`config.mk`:
```
export PLATFORM = sky130hd
export DESIGN_NAME = fetchStage
export DESIGN_NICKNAME = d
export VERILOG_FILES = /design/src/logic/mipsPkg.sv /design/src/logic/fetchStage.sv
export SDC_FILE = /design/constraint.sdc
export NUM_CORES = 1
export LEC_CHECK = 0
export BUFFER_PORTS_ARGS = -buffer_cell sky130_fd_sc_hd__buf_4
export CAP_MARGIN = 25
export CORE_ASPECT_RATIO = 1.25
export CORE_MARGIN = 5
export CORE_UTILIZATION = 40
export CTS_CLUSTER_DIAMETER = 60
export DETAILED_ROUTE_END_ITERATION = 8
export HOLD_SLACK_MARGIN = 0.05
export PLACE_DENSITY = 0.71
export SKIP_LAST_GASP = 1
export SLEW_MARGIN = 10
export SYNTH_ARGS = -nofsm -noshare
export SYNTH_HDL_FRONTEND = slang
export SYNTH_SLANG_ARGS = --single-unit
```
`constraint.sdc`:
```
create_clock -name clk -period 3.8 [get_ports clk]
set_input_delay 0.38 -clock clk [delete_from_list [all_inputs] [get_ports clk]]
set_output_delay 0.38 -clock clk [all_outputs]
set_load 0.02 [all_outputs]
```
`src/logic/mipsPkg.sv`:
```
// --------------------------------------------------
// shared types and constants for the 5-stage core
// data memory is word addressed, byte offsets ignored
// --------------------------------------------------
package mipsPkg;

	// data and address word
	typedef logic [31:0] word_t;
	// register number
	typedef logic [4:0] regIdx_t;
	// primary opcode and funct field
	typedef logic [5:0] opcode_t;
	typedef logic [5:0] funct_t;

	// execute operand source
	typedef enum logic [1:0] {
		FWD_REG,
		FWD_WB,
		FWD_MEM
	} fwdSel_t;

	// alu operations used by the supported instructions
	typedef enum logic [2:0] {
		ALU_ADD,
		ALU_SUB,
		ALU_AND,
		ALU_OR,
		ALU_SLT
	} aluOp_t;

	// primary opcodes
	localparam opcode_t OP_RTYPE = 6'h00;
	localparam opcode_t OP_J     = 6'h02;
	localparam opcode_t OP_BEQ   = 6'h04;
	localparam opcode_t OP_ADDI  = 6'h08;
	localparam opcode_t OP_LW    = 6'h23;
	localparam opcode_t OP_SW    = 6'h2b;

	// r-type funct codes
	localparam funct_t FN_ADD = 6'h20;
	localparam funct_t FN_SUB = 6'h22;
	localparam funct_t FN_AND = 6'h24;
	localparam funct_t FN_OR  = 6'h25;
	localparam funct_t FN_SLT = 6'h2a;

	// all-zero word, decodes to no write
	localparam word_t NOP_INSTR = 32'h0000_0000;
	localparam word_t RESET_PC  = 32'h0000_0000;

	// data memory size in words
	localparam int DMEM_WORDS = 256;
	localparam int DMEM_AW    = $clog2(DMEM_WORDS);

endpackage : mipsPkg

```
`src/logic/fetchStage.sv`:
```
// --------------------------------------------------
// pc and fetch/decode register
// imemData must be valid in the cycle imemAddr is set
// --------------------------------------------------
module fetchStage (
	input  logic           clk,
	input  logic           rst,
	input  logic           stallF,
	input  logic           stallD,
	input  logic           flushD,
	input  logic           pcsrcD,
	input  logic           jumpD,
	input  mipsPkg::word_t branchTarget,
	input  mipsPkg::word_t jumpTarget,
	output mipsPkg::word_t imemAddr,
	input  mipsPkg::word_t imemData,
	output mipsPkg::word_t instrD,
	output mipsPkg::word_t pcPlus4D
);
	import mipsPkg::*;

	word_t pcF;
	word_t pcPlus4F;
	word_t pcNext;

	assign pcPlus4F = pcF + 32'd4;

	// redirect comes from decode, jump wins over branch
	always_comb begin
		if (jumpD)
			pcNext = jumpTarget;
		else if (pcsrcD)
			pcNext = branchTarget;
		else
			pcNext = pcPlus4F;
	end

	// pc holds while fetch is stalled
	always_ff @(posedge clk) begin
		if (rst)
			pcF <= RESET_PC;
		else if (!stallF)
			pcF <= pcNext;
	end

	assign imemAddr = pcF;

	// fetch/decode register
	// stall holds it, flush drops the wrong-path fetch
	always_ff @(posedge clk) begin
		if (rst) begin
			instrD   <= NOP_INSTR;
			pcPlus4D <= RESET_PC;
		end else if (!stallD) begin
			if (flushD)
				instrD <= NOP_INSTR;
			else
				instrD <= imemData;
			pcPlus4D <= pcPlus4F;
		end
	end

endmodule : fetchStage

```
==> results.cfg <==
[outcome]
run_status = completed

[die]
number_of_top_level_design_ports = 199
fp.dieArea_um2 = 14040
placementRows = 44
starting_density_of_the_core = 0.4068
die_width_um = 107.0
core_area_um2 = 11560
chipHeight_um = 131.2

[sta]
finalSetupViolations = 0
max_freq_mhz = 423.2
report.final.hold_viol_count = 0
timing.final.crit_share = 0.6218
post-route-min-period_ps = 2363
fin_skew_ps = 8.846
timing_worst_slew_pin_value_ps = 878.5
setup-tns-final_ps = 0
timing.hold.ws_ps = 272.1
rsz0062_at_grt = no
maxSlewHeadroom = 0.4144
report.final.slew_viol_count = 0

[synth]
synth_edf_count = 0
seq_area_frac_synth = 0.4086
async_s_r_ff_share_synth = 0
synth_seq_cells = 96
synthCells = 565
synthesis.yosys.warnings = 0
syn_avg_cell_area_um2 = 8.324
ys_dominant_reg_cell = sky130_fd_sc_hd__dfxtp_1
synth.distinct_cells = 57
mappedNetlistNets = 669
mappedNetlistArea_um2 = 4703

[min_path]
worstHoldPathCells = 3
hold_class = in -> reg
min_to = instrD[4]
startpoint_of_the_lowest_slack_hold_path = imemData[4]

[setup_path]
worst_r2r_endpoint = pcPlus4D[26]
ff2ff_setup_slack_ps = 1440
path_class = reg -> reg
reg2reg_from = imemAddr[2]
critical_path_peak_fanout = 8
crit_path_start_kind = register
worstSetupEndpointType = register
timing.critical_path.required_ps = 4050
timing.reg2reg.worst_path_depth = 6
worst-endpoint-arrival_ps = 2610

[power_and_ir_drop]
cellLeakagePower_nw = 2.771
powerDensity_nw_per_um2 = 383.2
largest_voltage_drop_on_the_vdd_net_mv = 0.2534

[layout]
antenna_cells = 0
finish.net_count = 836
post_route_cells_drive_above_1_share = 0.3175
syn2layout_area_growth_pct = 38.79

[detailed_routing]
route.final.wire_length_um = 15920
wl_per_cell_um = 18.20
vias_per_cell = 5.709
number_of_drc_markers_in_iteration_0 = 347
final_antenna_net_count = 0
dr.pass1.iters = 5
drc = 0
num_vias = 4995

[clocking]
ctsLongestPathBuffers = 2
resize_count_post_cts = 0
cts-htree-levels = 3
clk_root_buffer_cell = sky130_fd_sc_hd__clkbuf_16
tritoncts_num_sinks = 96
cts_tree = done
cts.hold.buffers_added = 0
cts_post_setup_buffers_inserted = 0
skew_pair_late_insertion_delay_ps = 340
clock_transition_at_path_regs_ps = 70
numCtsBuffers = 9

[global_routing]
grt_pass1_vias = 5078
grt_start_max_net_pins = 66
grt_pass1_wl_um = 25140
globalRouteOverflowTotal = 0
antenna_found_initial = 0
grt.total_usage = 0.2196

[run]
maxCapViolations = 0

[place]
dpl.hpwl_um = 11760
io_buffer_count = 198
place_congestion = 0.9563
synth_stat cells, types with 3 or more instances:
cell type,n,area share
sky130_fd_sc_hd__o31a_1,6,0.011
sky130_fd_sc_hd__a22oi_1,38,0.061
sky130_fd_sc_hd__o211ai_1,5,0.0080
sky130_fd_sc_hd__a21oi_1,34,0.036
sky130_fd_sc_hd__and2_1,5,0.0067
sky130_fd_sc_hd__a221oi_1,7,0.013
sky130_fd_sc_hd__nand2_1,45,0.036
sky130_fd_sc_hd__inv_1,15,0.012
sky130_fd_sc_hd__o32ai_1,7,0.013
sky130_fd_sc_hd__xnor2_1,17,0.032
sky130_fd_sc_hd__a211oi_1,16,0.026
sky130_fd_sc_hd__a31oi_1,3,0.0040
sky130_fd_sc_hd__dfxtp_1,96,0.41
sky130_fd_sc_hd__nand3_1,14,0.015
sky130_fd_sc_hd__nor3_1,5,0.0053
sky130_fd_sc_hd__and4_1,3,0.0056
sky130_fd_sc_hd__mux2i_1,9,0.019
sky130_fd_sc_hd__a221o_1,5,0.011
sky130_fd_sc_hd__clkbuf_1,38,0.030
sky130_fd_sc_hd__nand4_1,9,0.012
sky130_fd_sc_hd__o21ai_1,3,0.0032
sky130_fd_sc_hd__nor4_2,5,0.013
sky130_fd_sc_hd__o22ai_1,6,0.0080
sky130_fd_sc_hd__a222oi_1,3,0.0064
sky130_fd_sc_hd__and3_1,8,0.011
sky130_fd_sc_hd__nor2_1,85,0.068
sky130_fd_sc_hd__o21ai_0,19,0.020
sky130_fd_sc_hd__xor2_1,9,0.017
sky130_fd_sc_hd__buf_2,4,0.0043
sky130_fd_sc_hd__a22o_1,5,0.0093
sky130_fd_sc_hd__o21a_1,3,0.0048
sky130_fd_sc_hd__buf_4,4,0.0064
logic make-up (layout without fill, tap and decap cells):
kind of cell,Yosys count,count (layout),share of synthesized area
adder cells (fa/ha/maj),1,1,0.002660
flip-flops,96,96,0.4086
buffers and inverters,66,238,0.05693
multiplexers,9,9,0.01915
XOR/XNOR,26,26,0.04842
AND/OR/NAND/NOR,193,193,0.2011
AO/OA/AOI/OAI,174,174,0.2631
flip-flops by register name (all words and copies together), names as in the netlist:
| signal | cells |
|---|---|
| instrD | 32 |
| pcPlus4D | 32 |
| imemAddr | 32 |
stage by stage:
stage,utilization,cells,instance area [µm²],worst slack [ps],power [mW]
final,0.5646,875,6528,1437,2.501
after global routing,0.5646,875,6528,1107,2.617
after CTS,0.5633,874,6513,1432,2.523
after detailed placement,0.5373,858,6212,1435,1.603
after global placement,0.5360,857,6197,1524,1.592
after floorplan,-,565,4703,1708,1.380
area by class of cell:
cell class              count  area (µm²)
fillers                  1041        5034
clock buffers              12       246.5
inverters                  18       67.56
flip-flops and latches     96        1922
well taps                 138       172.7
clock inverters             4       53.80
multi-input cells         403        2519
repair buffers            204        1546
power by group:
| group | total [mW] | leakage, nW | internal, mW | switching, mW |
|---|---|---|---|---|
| clock network | 0.920 | 0.139 | 0.530 | 0.389 |
| logic | 0.460 | 1.84 | 0.218 | 0.242 |
| registers | 1.12 | 0.787 | 1.06 | 0.0615 |
metal layers:
metal / GRT usage / routed length, µm
met5: 0 / 0
met4: 0.09026 / 479
met3: 0.07360 / 1596
met2: 0.3880 / 7745
met1: 0.2381 / 6103
worst max-delay path: stages (launching register included):
cell and delay [ps]:
sky130_fd_sc_hd__dfxtp_1 450, sky130_fd_sc_hd__ha_1 310, sky130_fd_sc_hd__nand4_1 230, sky130_fd_sc_hd__nor4_2 580
sky130_fd_sc_hd__nand4_1 290, sky130_fd_sc_hd__xor2_1 200, sky130_fd_sc_hd__a211oi_1 220
worst max path at each step:
stage / startpoint / to / slack, ps / cells past startpoint
final: imemAddr[2] / pcPlus4D[26] / 1440 / 6
after global routing: imemAddr[2] / imemAddr[18] / 1110 / 6
after CTS: imemAddr[2] / pcPlus4D[26] / 1430 / 6
after detailed placement: jumpD / imemAddr[19] / 1440 / 6
after global placement: imemAddr[2] / pcPlus4D[26] / 1520 / 6
after floorplan: imemAddr[2] / imemAddr[18] / 1710 / 6
cells in the final DEF, fill, tap and decap left out, types with 14 or more instances in the layout:
master,count
sky130_fd_sc_hd__a211oi_1,16
sky130_fd_sc_hd__a21oi_1,34
sky130_fd_sc_hd__a22oi_1,38
sky130_fd_sc_hd__buf_4,202
sky130_fd_sc_hd__dfxtp_1,96
sky130_fd_sc_hd__inv_1,15
sky130_fd_sc_hd__nand2_1,45
sky130_fd_sc_hd__nand3_1,14
sky130_fd_sc_hd__nor2_1,84
sky130_fd_sc_hd__o21ai_0,19
sky130_fd_sc_hd__xnor2_1,17
Note: power is estimated with default switching activity, not from simulation.
