**src/logic/mipsPkg.sv**
```systemverilog
// --------------------------------------------------
// shared types and constants for the 5-stage core
// data memory is word addressed, byte offsets ignored
// --------------------------------------------------
package mipsPkg;

	// data and address word
	typedef logic [31:0] word_t;
	// register number
	typedef logic [4:0] regIdx_t;
	// primary opcode and funct field
	typedef logic [5:0] opcode_t;
	typedef logic [5:0] funct_t;

	// execute operand source
	typedef enum logic [1:0] {
		FWD_REG,
		FWD_WB,
		FWD_MEM
	} fwdSel_t;

	// alu operations used by the supported instructions
	typedef enum logic [2:0] {
		ALU_ADD,
		ALU_SUB,
		ALU_AND,
		ALU_OR,
		ALU_SLT
	} aluOp_t;

	// primary opcodes
	localparam opcode_t OP_RTYPE = 6'h00;
	localparam opcode_t OP_J     = 6'h02;
	localparam opcode_t OP_BEQ   = 6'h04;
	localparam opcode_t OP_ADDI  = 6'h08;
	localparam opcode_t OP_LW    = 6'h23;
	localparam opcode_t OP_SW    = 6'h2b;

	// r-type funct codes
	localparam funct_t FN_ADD = 6'h20;
	localparam funct_t FN_SUB = 6'h22;
	localparam funct_t FN_AND = 6'h24;
	localparam funct_t FN_OR  = 6'h25;
	localparam funct_t FN_SLT = 6'h2a;

	// all-zero word, decodes to no write
	localparam word_t NOP_INSTR = 32'h0000_0000;
	localparam word_t RESET_PC  = 32'h0000_0000;

	// data memory size in words
	localparam int DMEM_WORDS = 256;
	localparam int DMEM_AW    = $clog2(DMEM_WORDS);

endpackage : mipsPkg

```
**src/logic/hazardUnit.sv**
```systemverilog
// --------------------------------------------------
// forwarding selects, stalls and flushes
// branches resolve in decode, purely combinational
// --------------------------------------------------
module hazardUnit (
	input  logic              branchD,
	input  logic              jumpD,
	input  logic              pcsrcD,
	input  mipsPkg::regIdx_t  rsD,
	input  mipsPkg::regIdx_t  rtD,
	input  mipsPkg::regIdx_t  rsE,
	input  mipsPkg::regIdx_t  rtE,
	input  mipsPkg::regIdx_t  writeregE,
	input  logic              memtoregE,
	input  logic              regwriteE,
	input  mipsPkg::regIdx_t  writeregM,
	input  logic              memtoregM,
	input  logic              regwriteM,
	input  mipsPkg::regIdx_t  writeregW,
	input  logic              regwriteW,
	output logic              forwardAD,
	output logic              forwardBD,
	output mipsPkg::fwdSel_t  forwardAE,
	output mipsPkg::fwdSel_t  forwardBE,
	output logic              stallF,
	output logic              stallD,
	output logic              flushD,
	output logic              flushE
);
	import mipsPkg::*;

	logic lwStall;
	logic branchStall;

	// source select for one execute operand
	function automatic fwdSel_t execFwd(input regIdx_t src);
		// r0 is constant, never forward it
		if (src == '0)
			return FWD_REG;
		// memory stage is younger, so it wins
		if (regwriteM && (src == writeregM))
			return FWD_MEM;
		if (regwriteW && (src == writeregW))
			return FWD_WB;
		return FWD_REG;
	endfunction

	always_comb begin
		forwardAE = execFwd(rsE);
		forwardBE = execFwd(rtE);
	end

	// branch compare bypass from the memory stage
	// a writeback value already comes through the regfile
	assign forwardAD = (rsD != '0) && regwriteM && (rsD == writeregM);
	assign forwardBD = (rtD != '0) && regwriteM && (rtD == writeregM);

	// load in execute feeding the instruction in decode
	assign lwStall = memtoregE && ((rsD == rtE) || (rtD == rtE));

	// branch operands not ready yet
	// alu result still in execute, or load data still in memory
	always_comb begin
		branchStall = 1'b0;
		if (branchD) begin
			if (regwriteE && ((writeregE == rsD) || (writeregE == rtD)))
				branchStall = 1'b1;
			if (memtoregM && ((writeregM == rsD) || (writeregM == rtD)))
				branchStall = 1'b1;
		end
	end

	// both stalls freeze fetch and decode and bubble execute
	assign stallF = lwStall | branchStall;
	assign stallD = lwStall | branchStall;
	assign flushE = lwStall | branchStall;

	// drop the fall-through fetch after a redirect
	assign flushD = pcsrcD | jumpD;

endmodule : hazardUnit

```
**config.mk**
```make
export PLATFORM = sky130hd
export DESIGN_NAME = hazardUnit
export DESIGN_NICKNAME = d
export VERILOG_FILES = /design/src/logic/mipsPkg.sv /design/src/logic/hazardUnit.sv
export SDC_FILE = /design/constraint.sdc
export NUM_CORES = 1
export LEC_CHECK = 0
export ABC_AREA = 1
export BUFFER_PORTS_ARGS = -buffer_cell sky130_fd_sc_hd__buf_2
export CAP_MARGIN = 20
export CORE_MARGIN = 2
export CORE_UTILIZATION = 35
export DETAILED_ROUTE_END_ITERATION = 10
export PLACE_DENSITY = 0.64
export SETUP_SLACK_MARGIN = 0.3
export SYNTH_ARGS = -nofsm -noshare
export SYNTH_HDL_FRONTEND = slang
export SYNTH_SLANG_ARGS = --single-unit
```
**constraint.sdc**
```tcl
create_clock -name vclk -period 1.3
set_clock_uncertainty 0.2 [all_clocks]
set_input_delay 0 -clock vclk [all_inputs]
set_output_delay 0 -clock vclk [all_outputs]
set_load 0.02 [all_outputs]
```
==> flow_summary.yaml, run 1 <==
final_layout:
  area_growth_pct: 105
  final-seq-area_sq_um: 0
  num-nets-final: 294
  clock_buffers: 0
  antennaDiodeCount: 0
  sequential_cell_total: 0
  layout-drive-gt1-share_pct: 57.8
global_route:
  pin_count_of_the_biggest_net_entering_global_routing: 8
  grt-ovfl-total: 0
  grt_antenna_before_repair: 0
  gr-usage-met1_pct: 32.8
  gr-usage-met3_pct: 0.833
  global_route.peak_usage_layer: "met2"
  grt_pass1_vias: 1227
  grtUsageTotal_pct: 22.8
  grt_first_pass_wirelength_mm: 5.08
  grt_util_met2_pct: 37.2
worst_setup_path:
  cp_data_required_time_ps: 1100
  cp-start-kind: "primary input"
  timing.critical_path.from: "rsD[0]"
  timing.setup.critical_path_class: "primary input to output pin"
  cp_common_cell: "sky130_fd_sc_hd__buf_6"
  crit_path_max_incr_delay_ps: 150
  critPathBufInv: 3
  end_point_of_the_critical_path: "flushE"
  critPathCaptureType: "output pin"
  crit_chain: "buf_12 -> buf_6 -> xor2_1 -> a21oi_1 -> nand3_1 -> nand2_1 -> nand2_2 -> nand2_4 -> buf_6"
  worst_path_cell_with_the_longest_stage_delay: "sky130_fd_sc_hd__a21oi_1"
  critical_path.max_fanout: 5
  worst_ep_arrival_time_ps: 1000
  path_depth: 9
  critPathTopFamily: "simple AND/OR/NAND/NOR gates"
sta:
  fmax_ghz: 0.836
  finalCritPeriodShare_pct: 92.0
  max-slew-margin-rel_pct: 78.3
  grt_setup_unrepaired: "true"
  final_slew_violations: 0
  tightestPinTransition_ps: 322
  hold_viol_final: 0
  min_period_ps: 1200
  timing.setup.tns_ps: 0
  setup_violations: 0
  setup_ws_ps: 104
logic_synthesis:
  postSynthNetCount: 228
  ys.warnings.count: 0
  synth_common_cells: "sky130_fd_sc_hd__nand2_1 (64), sky130_fd_sc_hd__inv_1 (29), sky130_fd_sc_hd__nor2_1 (22)"
  netlist_top_cells_area: "sky130_fd_sc_hd__nand2_1 (28%), sky130_fd_sc_hd__inv_1 (13%), sky130_fd_sc_hd__xor2_1 (10%)"
  netlist-cell-type-count: 21
  yosys.cell_count.top_type: "sky130_fd_sc_hd__nand2_1"
  synth_area_per_cell_sq_um: 4.70
  yosys.area.top_type: "sky130_fd_sc_hd__nand2_1"
  synth_top_cell_area_share_pct: 27.6
  seq_area_frac_synth_pct: 0
  syn_area_sq_um: 870
  synthCells: 185
placed_design:
  place_worst_setup_slack_ps: 57.7
  globalplace.congestion: 0.894
  post-dp-hpwl_mm: 2.39
  io_buffer_count: 53
worst_hold_path:
  min-delay-path-class: "primary input to output pin"
  worst_hold_startpoint: "pcsrcD"
drt:
  drc: 0
  drt_first_pass_iters: 4
  drt_iter0_drc: 60
  route.final.wire_length_mm: 3.84
  vias_cell: 5.29
  final_antenna_net_count: 0
  vias: 1476
  route.detailed.wl_per_inst_microns: 13.8
power:
  power_per_cell_area_nw_per_um2: 330
  power.leakage_nw: 0.920
  irDropWorstVdd_uv: 223
floorplanning:
  chipWidth_microns: 53.8
  initial_utilization_pct: 36.1
  core-area_sq_um: 2410
  fp.dieH_microns: 53.8
  num_io_pins: 53
  std_cell_rows: 18
  dieArea_sq_um: 2900
run:
  drv_cap: 0
clock_network:
  holdBufCountCts: 0
outcome:
  status: "completed"
[report_power, final]
part	switching, mW	internal [mW]	leakage (nW)
clock network	0	0	0
registers	0	0	0
logic	0.302	0.286	0.920
total	0.302	0.286	0.920
[cell type report]
type | instances | area (sq um)
multi-input combinational | 146 | 926
fill | 200 | 627
tap | 30 | 37.5
inverter | 34 | 163
timing repair buffer | 69 | 657
[layout by cell type (no fill, tap or decap), types with 5 or more instances in the layout]
cell type                  n
sky130_fd_sc_hd__nand2_1  52
sky130_fd_sc_hd__buf_4    20
sky130_fd_sc_hd__buf_6    25
sky130_fd_sc_hd__inv_4     9
sky130_fd_sc_hd__xor2_1    9
sky130_fd_sc_hd__nand3_1   6
sky130_fd_sc_hd__buf_8     9
sky130_fd_sc_hd__xnor2_1   5
sky130_fd_sc_hd__nand2_2  11
sky130_fd_sc_hd__inv_1    11
sky130_fd_sc_hd__inv_2    12
sky130_fd_sc_hd__nor2_2   13
sky130_fd_sc_hd__buf_2    14
sky130_fd_sc_hd__nor2_1    9
[timing repair]
action,CTS,global route
endpoints found under the setup margin,9,9
setup buffers,5,5
gates resized for setup,81,81
pin swaps,26,40
[how the worst min path moves through the flow]
stage	depth (start not counted)	slack (ps)	end
after floorplan	2	-70	flushE
after global placement	3	100	flushD
after detailed placement	3	100	flushD
after CTS	3	100	flushD
after global routing	3	130	flushD
final	3	100	flushD
[metrics by stage]
step                hold WS, ps  total power [mW]  utilization (%)  instance area, sq um  instances
finish                      103             0.588             74.0                  1780        279
global route                125             0.632             74.0                  1780        279
CTS                         103             0.463             62.1                  1500        274
detailed placement          102             0.370             50.7                  1220        269
global placement           97.4             0.371             50.7                  1220        269
floorplan                 -72.4             0.220                -                   928        185
[cells by family (layout without fill, tap and decap cells)]
logic type      after synthesis  count (layout)  share of synthesized area (%)
compound gates               19              19                           13.1
simple gates                111             111                           52.7
xor+xnor                     16              16                           16.1
buf+inv                      39             103                           18.1
[metal layers]
| layer | share of wire [%] | vias to the layer above | wire (microns) |
|---|---|---|---|
| li1 | - | 704 | - |
| met1 | 38 | 669 | 1450 |
| met2 | 52 | 91 | 1980 |
| met3 | 8.1 | 12 | 311 |
| met4 | 2.7 | 0 | 102 |
| met5 | 0 | - | 0 |
Note: power is estimated with default switching activity, not from simulation.
==> inputs of run 2 (changes only) <==
--- a/config.mk
+++ b/config.mk
@@ -8,10 +8,12 @@
 export ABC_AREA = 1
 export BUFFER_PORTS_ARGS = -buffer_cell sky130_fd_sc_hd__buf_2
 export CAP_MARGIN = 20
+export CELL_PAD_IN_SITES_DETAIL_PLACEMENT = 2
+export CELL_PAD_IN_SITES_GLOBAL_PLACEMENT = 2
 export CORE_MARGIN = 2
-export CORE_UTILIZATION = 35
+export CORE_UTILIZATION = 17
 export DETAILED_ROUTE_END_ITERATION = 10
-export PLACE_DENSITY = 0.64
+export PLACE_DENSITY = 0.76
 export SETUP_SLACK_MARGIN = 0.3
 export SYNTH_ARGS = -nofsm -noshare
 export SYNTH_HDL_FRONTEND = slang
==> constraint.sdc (replaced) <==
create_clock -name vclk -period 1.1
set_clock_uncertainty 0.2 [all_clocks]
set_input_delay 0 -clock vclk [all_inputs]
set_output_delay 0 -clock vclk [all_outputs]
set_load 0.02 [all_outputs]
==> run 2 against run 1 <==
  * Critical path depth stayed put
  * The flow now finishes with violations (setup timing)
  * Largest power group unchanged
  * Critical path type unchanged
  * Power rose by 39%
  * Clock-buffer cell count unchanged
  * Wire length is 63% higher
  * First-iteration DRC count decreased by 37%
==> flow_summary.yaml, run 2 (synthesis gave the netlist of run 1 again) <==
outcome:
  status: "finished, violations left"
  failed_checks: "setup timing"
final_layout:
  layout-drive-gt1-share_pct: 60.7
  area_growth_pct: 129
  sequential_cell_total: 0
  antennaDiodeCount: 0
  most-common-layout-cells: "sky130_fd_sc_hd__nand2_1 (49), sky130_fd_sc_hd__buf_4 (37), sky130_fd_sc_hd__buf_6 (22), sky130_fd_sc_hd__buf_2 (21), sky130_fd_sc_hd__inv_2 (17)"
  final-seq-area_sq_um: 0
  postLayoutCoreUtil_pct: 39.8
  clock_buffers: 0
  num-nets-final: 312
  total_non_filler_cell_area_in_the_finished_layout_sq_um: 2000
  layout_commonest_cell: "sky130_fd_sc_hd__nand2_1"
power:
  switching_share_pct: 53.4
  irDropWorstVdd_uv: 127
  seq_power_share_pct: 0
  share_clk_of_total_power_pct: 0
  power_per_cell_area_nw_per_um2: 409
  power.leakage_nw: 1.01
  cellInternalPower_mw: 0.381
  power.combinational.fraction_pct: 100.0
  power.net_switching_mw: 0.436
placed_design:
  io_buffer_count: 53
  globalplace.congestion: 0.754
  post-dp-hpwl_mm: 3.73
  place_worst_setup_slack_ps: -207
  dpl_cell_area_sq_um: 1490
floorplanning:
  fp.dieH_microns: 75.5
  num_io_pins: 53
  std_cell_rows: 26
  core-area_sq_um: 5010
  dieArea_sq_um: 5700
  initial_utilization_pct: 17.4
  chipWidth_microns: 75.5
sta:
  setup_ws_ps: -292
  fmax_ghz: 0.718
  min_period_ps: 1390
  setup_violations: 9
  final_slew_violations: 0
  grt_setup_unrepaired: "true"
  tightestPinTransition_ps: 527
  timing.setup.tns_ps: -1490
  hold_viol_final: 0
  max-slew-margin-rel_pct: 64.9
  finalCritPeriodShare_pct: 127
drt:
  vias_cell: 4.61
  vias: 1554
  drc: 0
  drt_iter0_drc: 38
  drt_first_pass_iters: 4
  route.detailed.wl_per_inst_microns: 18.6
  route.final.wire_length_mm: 6.26
  final_antenna_net_count: 0
worst_setup_path:
  worst_path_cell_with_the_longest_stage_delay: "sky130_fd_sc_hd__nor3_1"
  cp_data_required_time_ps: 900
  worst_ep_arrival_time_ps: 1190
  critical_path.max_fanout: 5
  crit_chain: "buf_4 -> inv_2 -> nor2_1 -> nor3_1 -> nand3_1 -> nand2_1 -> nand2_2 -> nand2_4 -> buf_6"
  crit_path_max_incr_delay_ps: 290
  timing.setup.critical_path_class: "primary input to output pin"
  critPathCaptureType: "output pin"
  cp-start-kind: "primary input"
global_route:
  pin_count_of_the_biggest_net_entering_global_routing: 8
  grtUsageTotal_pct: 18.8
  grt_antenna_before_repair: 0
  grt-ovfl-total: 0
  grt_pass1_vias: 1675
  grt_first_pass_wirelength_mm: 8.24
run:
  drv_cap: 0
worst_hold_path:
  min-delay-path-class: "primary input to output pin"
==> run 2: changes by cell type in the layout (fill, tap and decap cells not counted), moves of 3 or more <==
| cell | previous run | this run |
|---|---|---|
| sky130_fd_sc_hd__o21ai_1 | 0 | 3 |
| sky130_fd_sc_hd__buf_12 | 1 | 4 |
| sky130_fd_sc_hd__buf_8 | 9 | 3 |
| sky130_fd_sc_hd__inv_4 | 9 | 3 |
| sky130_fd_sc_hd__buf_2 | 14 | 21 |
| sky130_fd_sc_hd__nand2_1 | 52 | 49 |
| sky130_fd_sc_hd__nor2_2 | 13 | 9 |
| sky130_fd_sc_hd__nor2_4 | 0 | 3 |
| sky130_fd_sc_hd__buf_6 | 25 | 22 |
| sky130_fd_sc_hd__inv_2 | 12 | 17 |
| sky130_fd_sc_hd__buf_4 | 20 | 37 |
| sky130_fd_sc_hd__o21ai_2 | 3 | 0 |
==> run 2: routing by layer <==
metal | vias up | part of all wire [%] | global-route usage [%]
li1 | 738 | - | -
met1 | 765 | 41 | 23.3
met5 | - | 0 | 0
met4 | 0 | 2.4 | 2.73
met3 | 12 | 3.4 | 1.19
met2 | 39 | 53 | 36.2
==> run 2: critical path, delay by kind of cell <==
family        cells  cell delay (ps)
buf+inv           3              370
simple gates      6              830
==> run 2: layout make-up <==
class	instances	area, sq um
multi-input combinational	146	1010
timing repair buffer	87	756
fill	605	3010
tap	70	87.6
inverter	34	140
==> run 2: path summary, 6_finish.rpt <==
| kind | from | to | slack, ps | cells after the start |
|---|---|---|---|---|
| setup / recovery | rtE[1] | stallF | -290 | 9 |
| hold / removal | pcsrcD | flushD | 100 | 3 |
==> run 2: what timing repair did <==
action / in CTS / in global routing
buffers inserted: 4 / 2
hold buffers: 0 / 0
gates cloned: 0 / 0
pin swaps: 33 / 35
endpoints found under the setup margin: 9 / 9
resized for setup: 86 / 54
==> run 2: power by group through the flow <==
stage	sequential [mW]	combinational (mW)	clock (mW)
after floorplan	0	0.277	0
after global placement	0	0.530	0
after detailed placement	0	0.548	0
after CTS	0	0.674	0
after global routing	0	0.875	0
final	0	0.817	0
==> run 2: through the flow <==
stage | power [mW] | std cells | hold WS [ps]
after global placement | 0.530 | 331 | 97.9
after CTS | 0.674 | 335 | 104
after floorplan | 0.277 | 185 | -65.8
final | 0.817 | 337 | 99.9
after detailed placement | 0.548 | 331 | 103
after global routing | 0.875 | 337 | 127
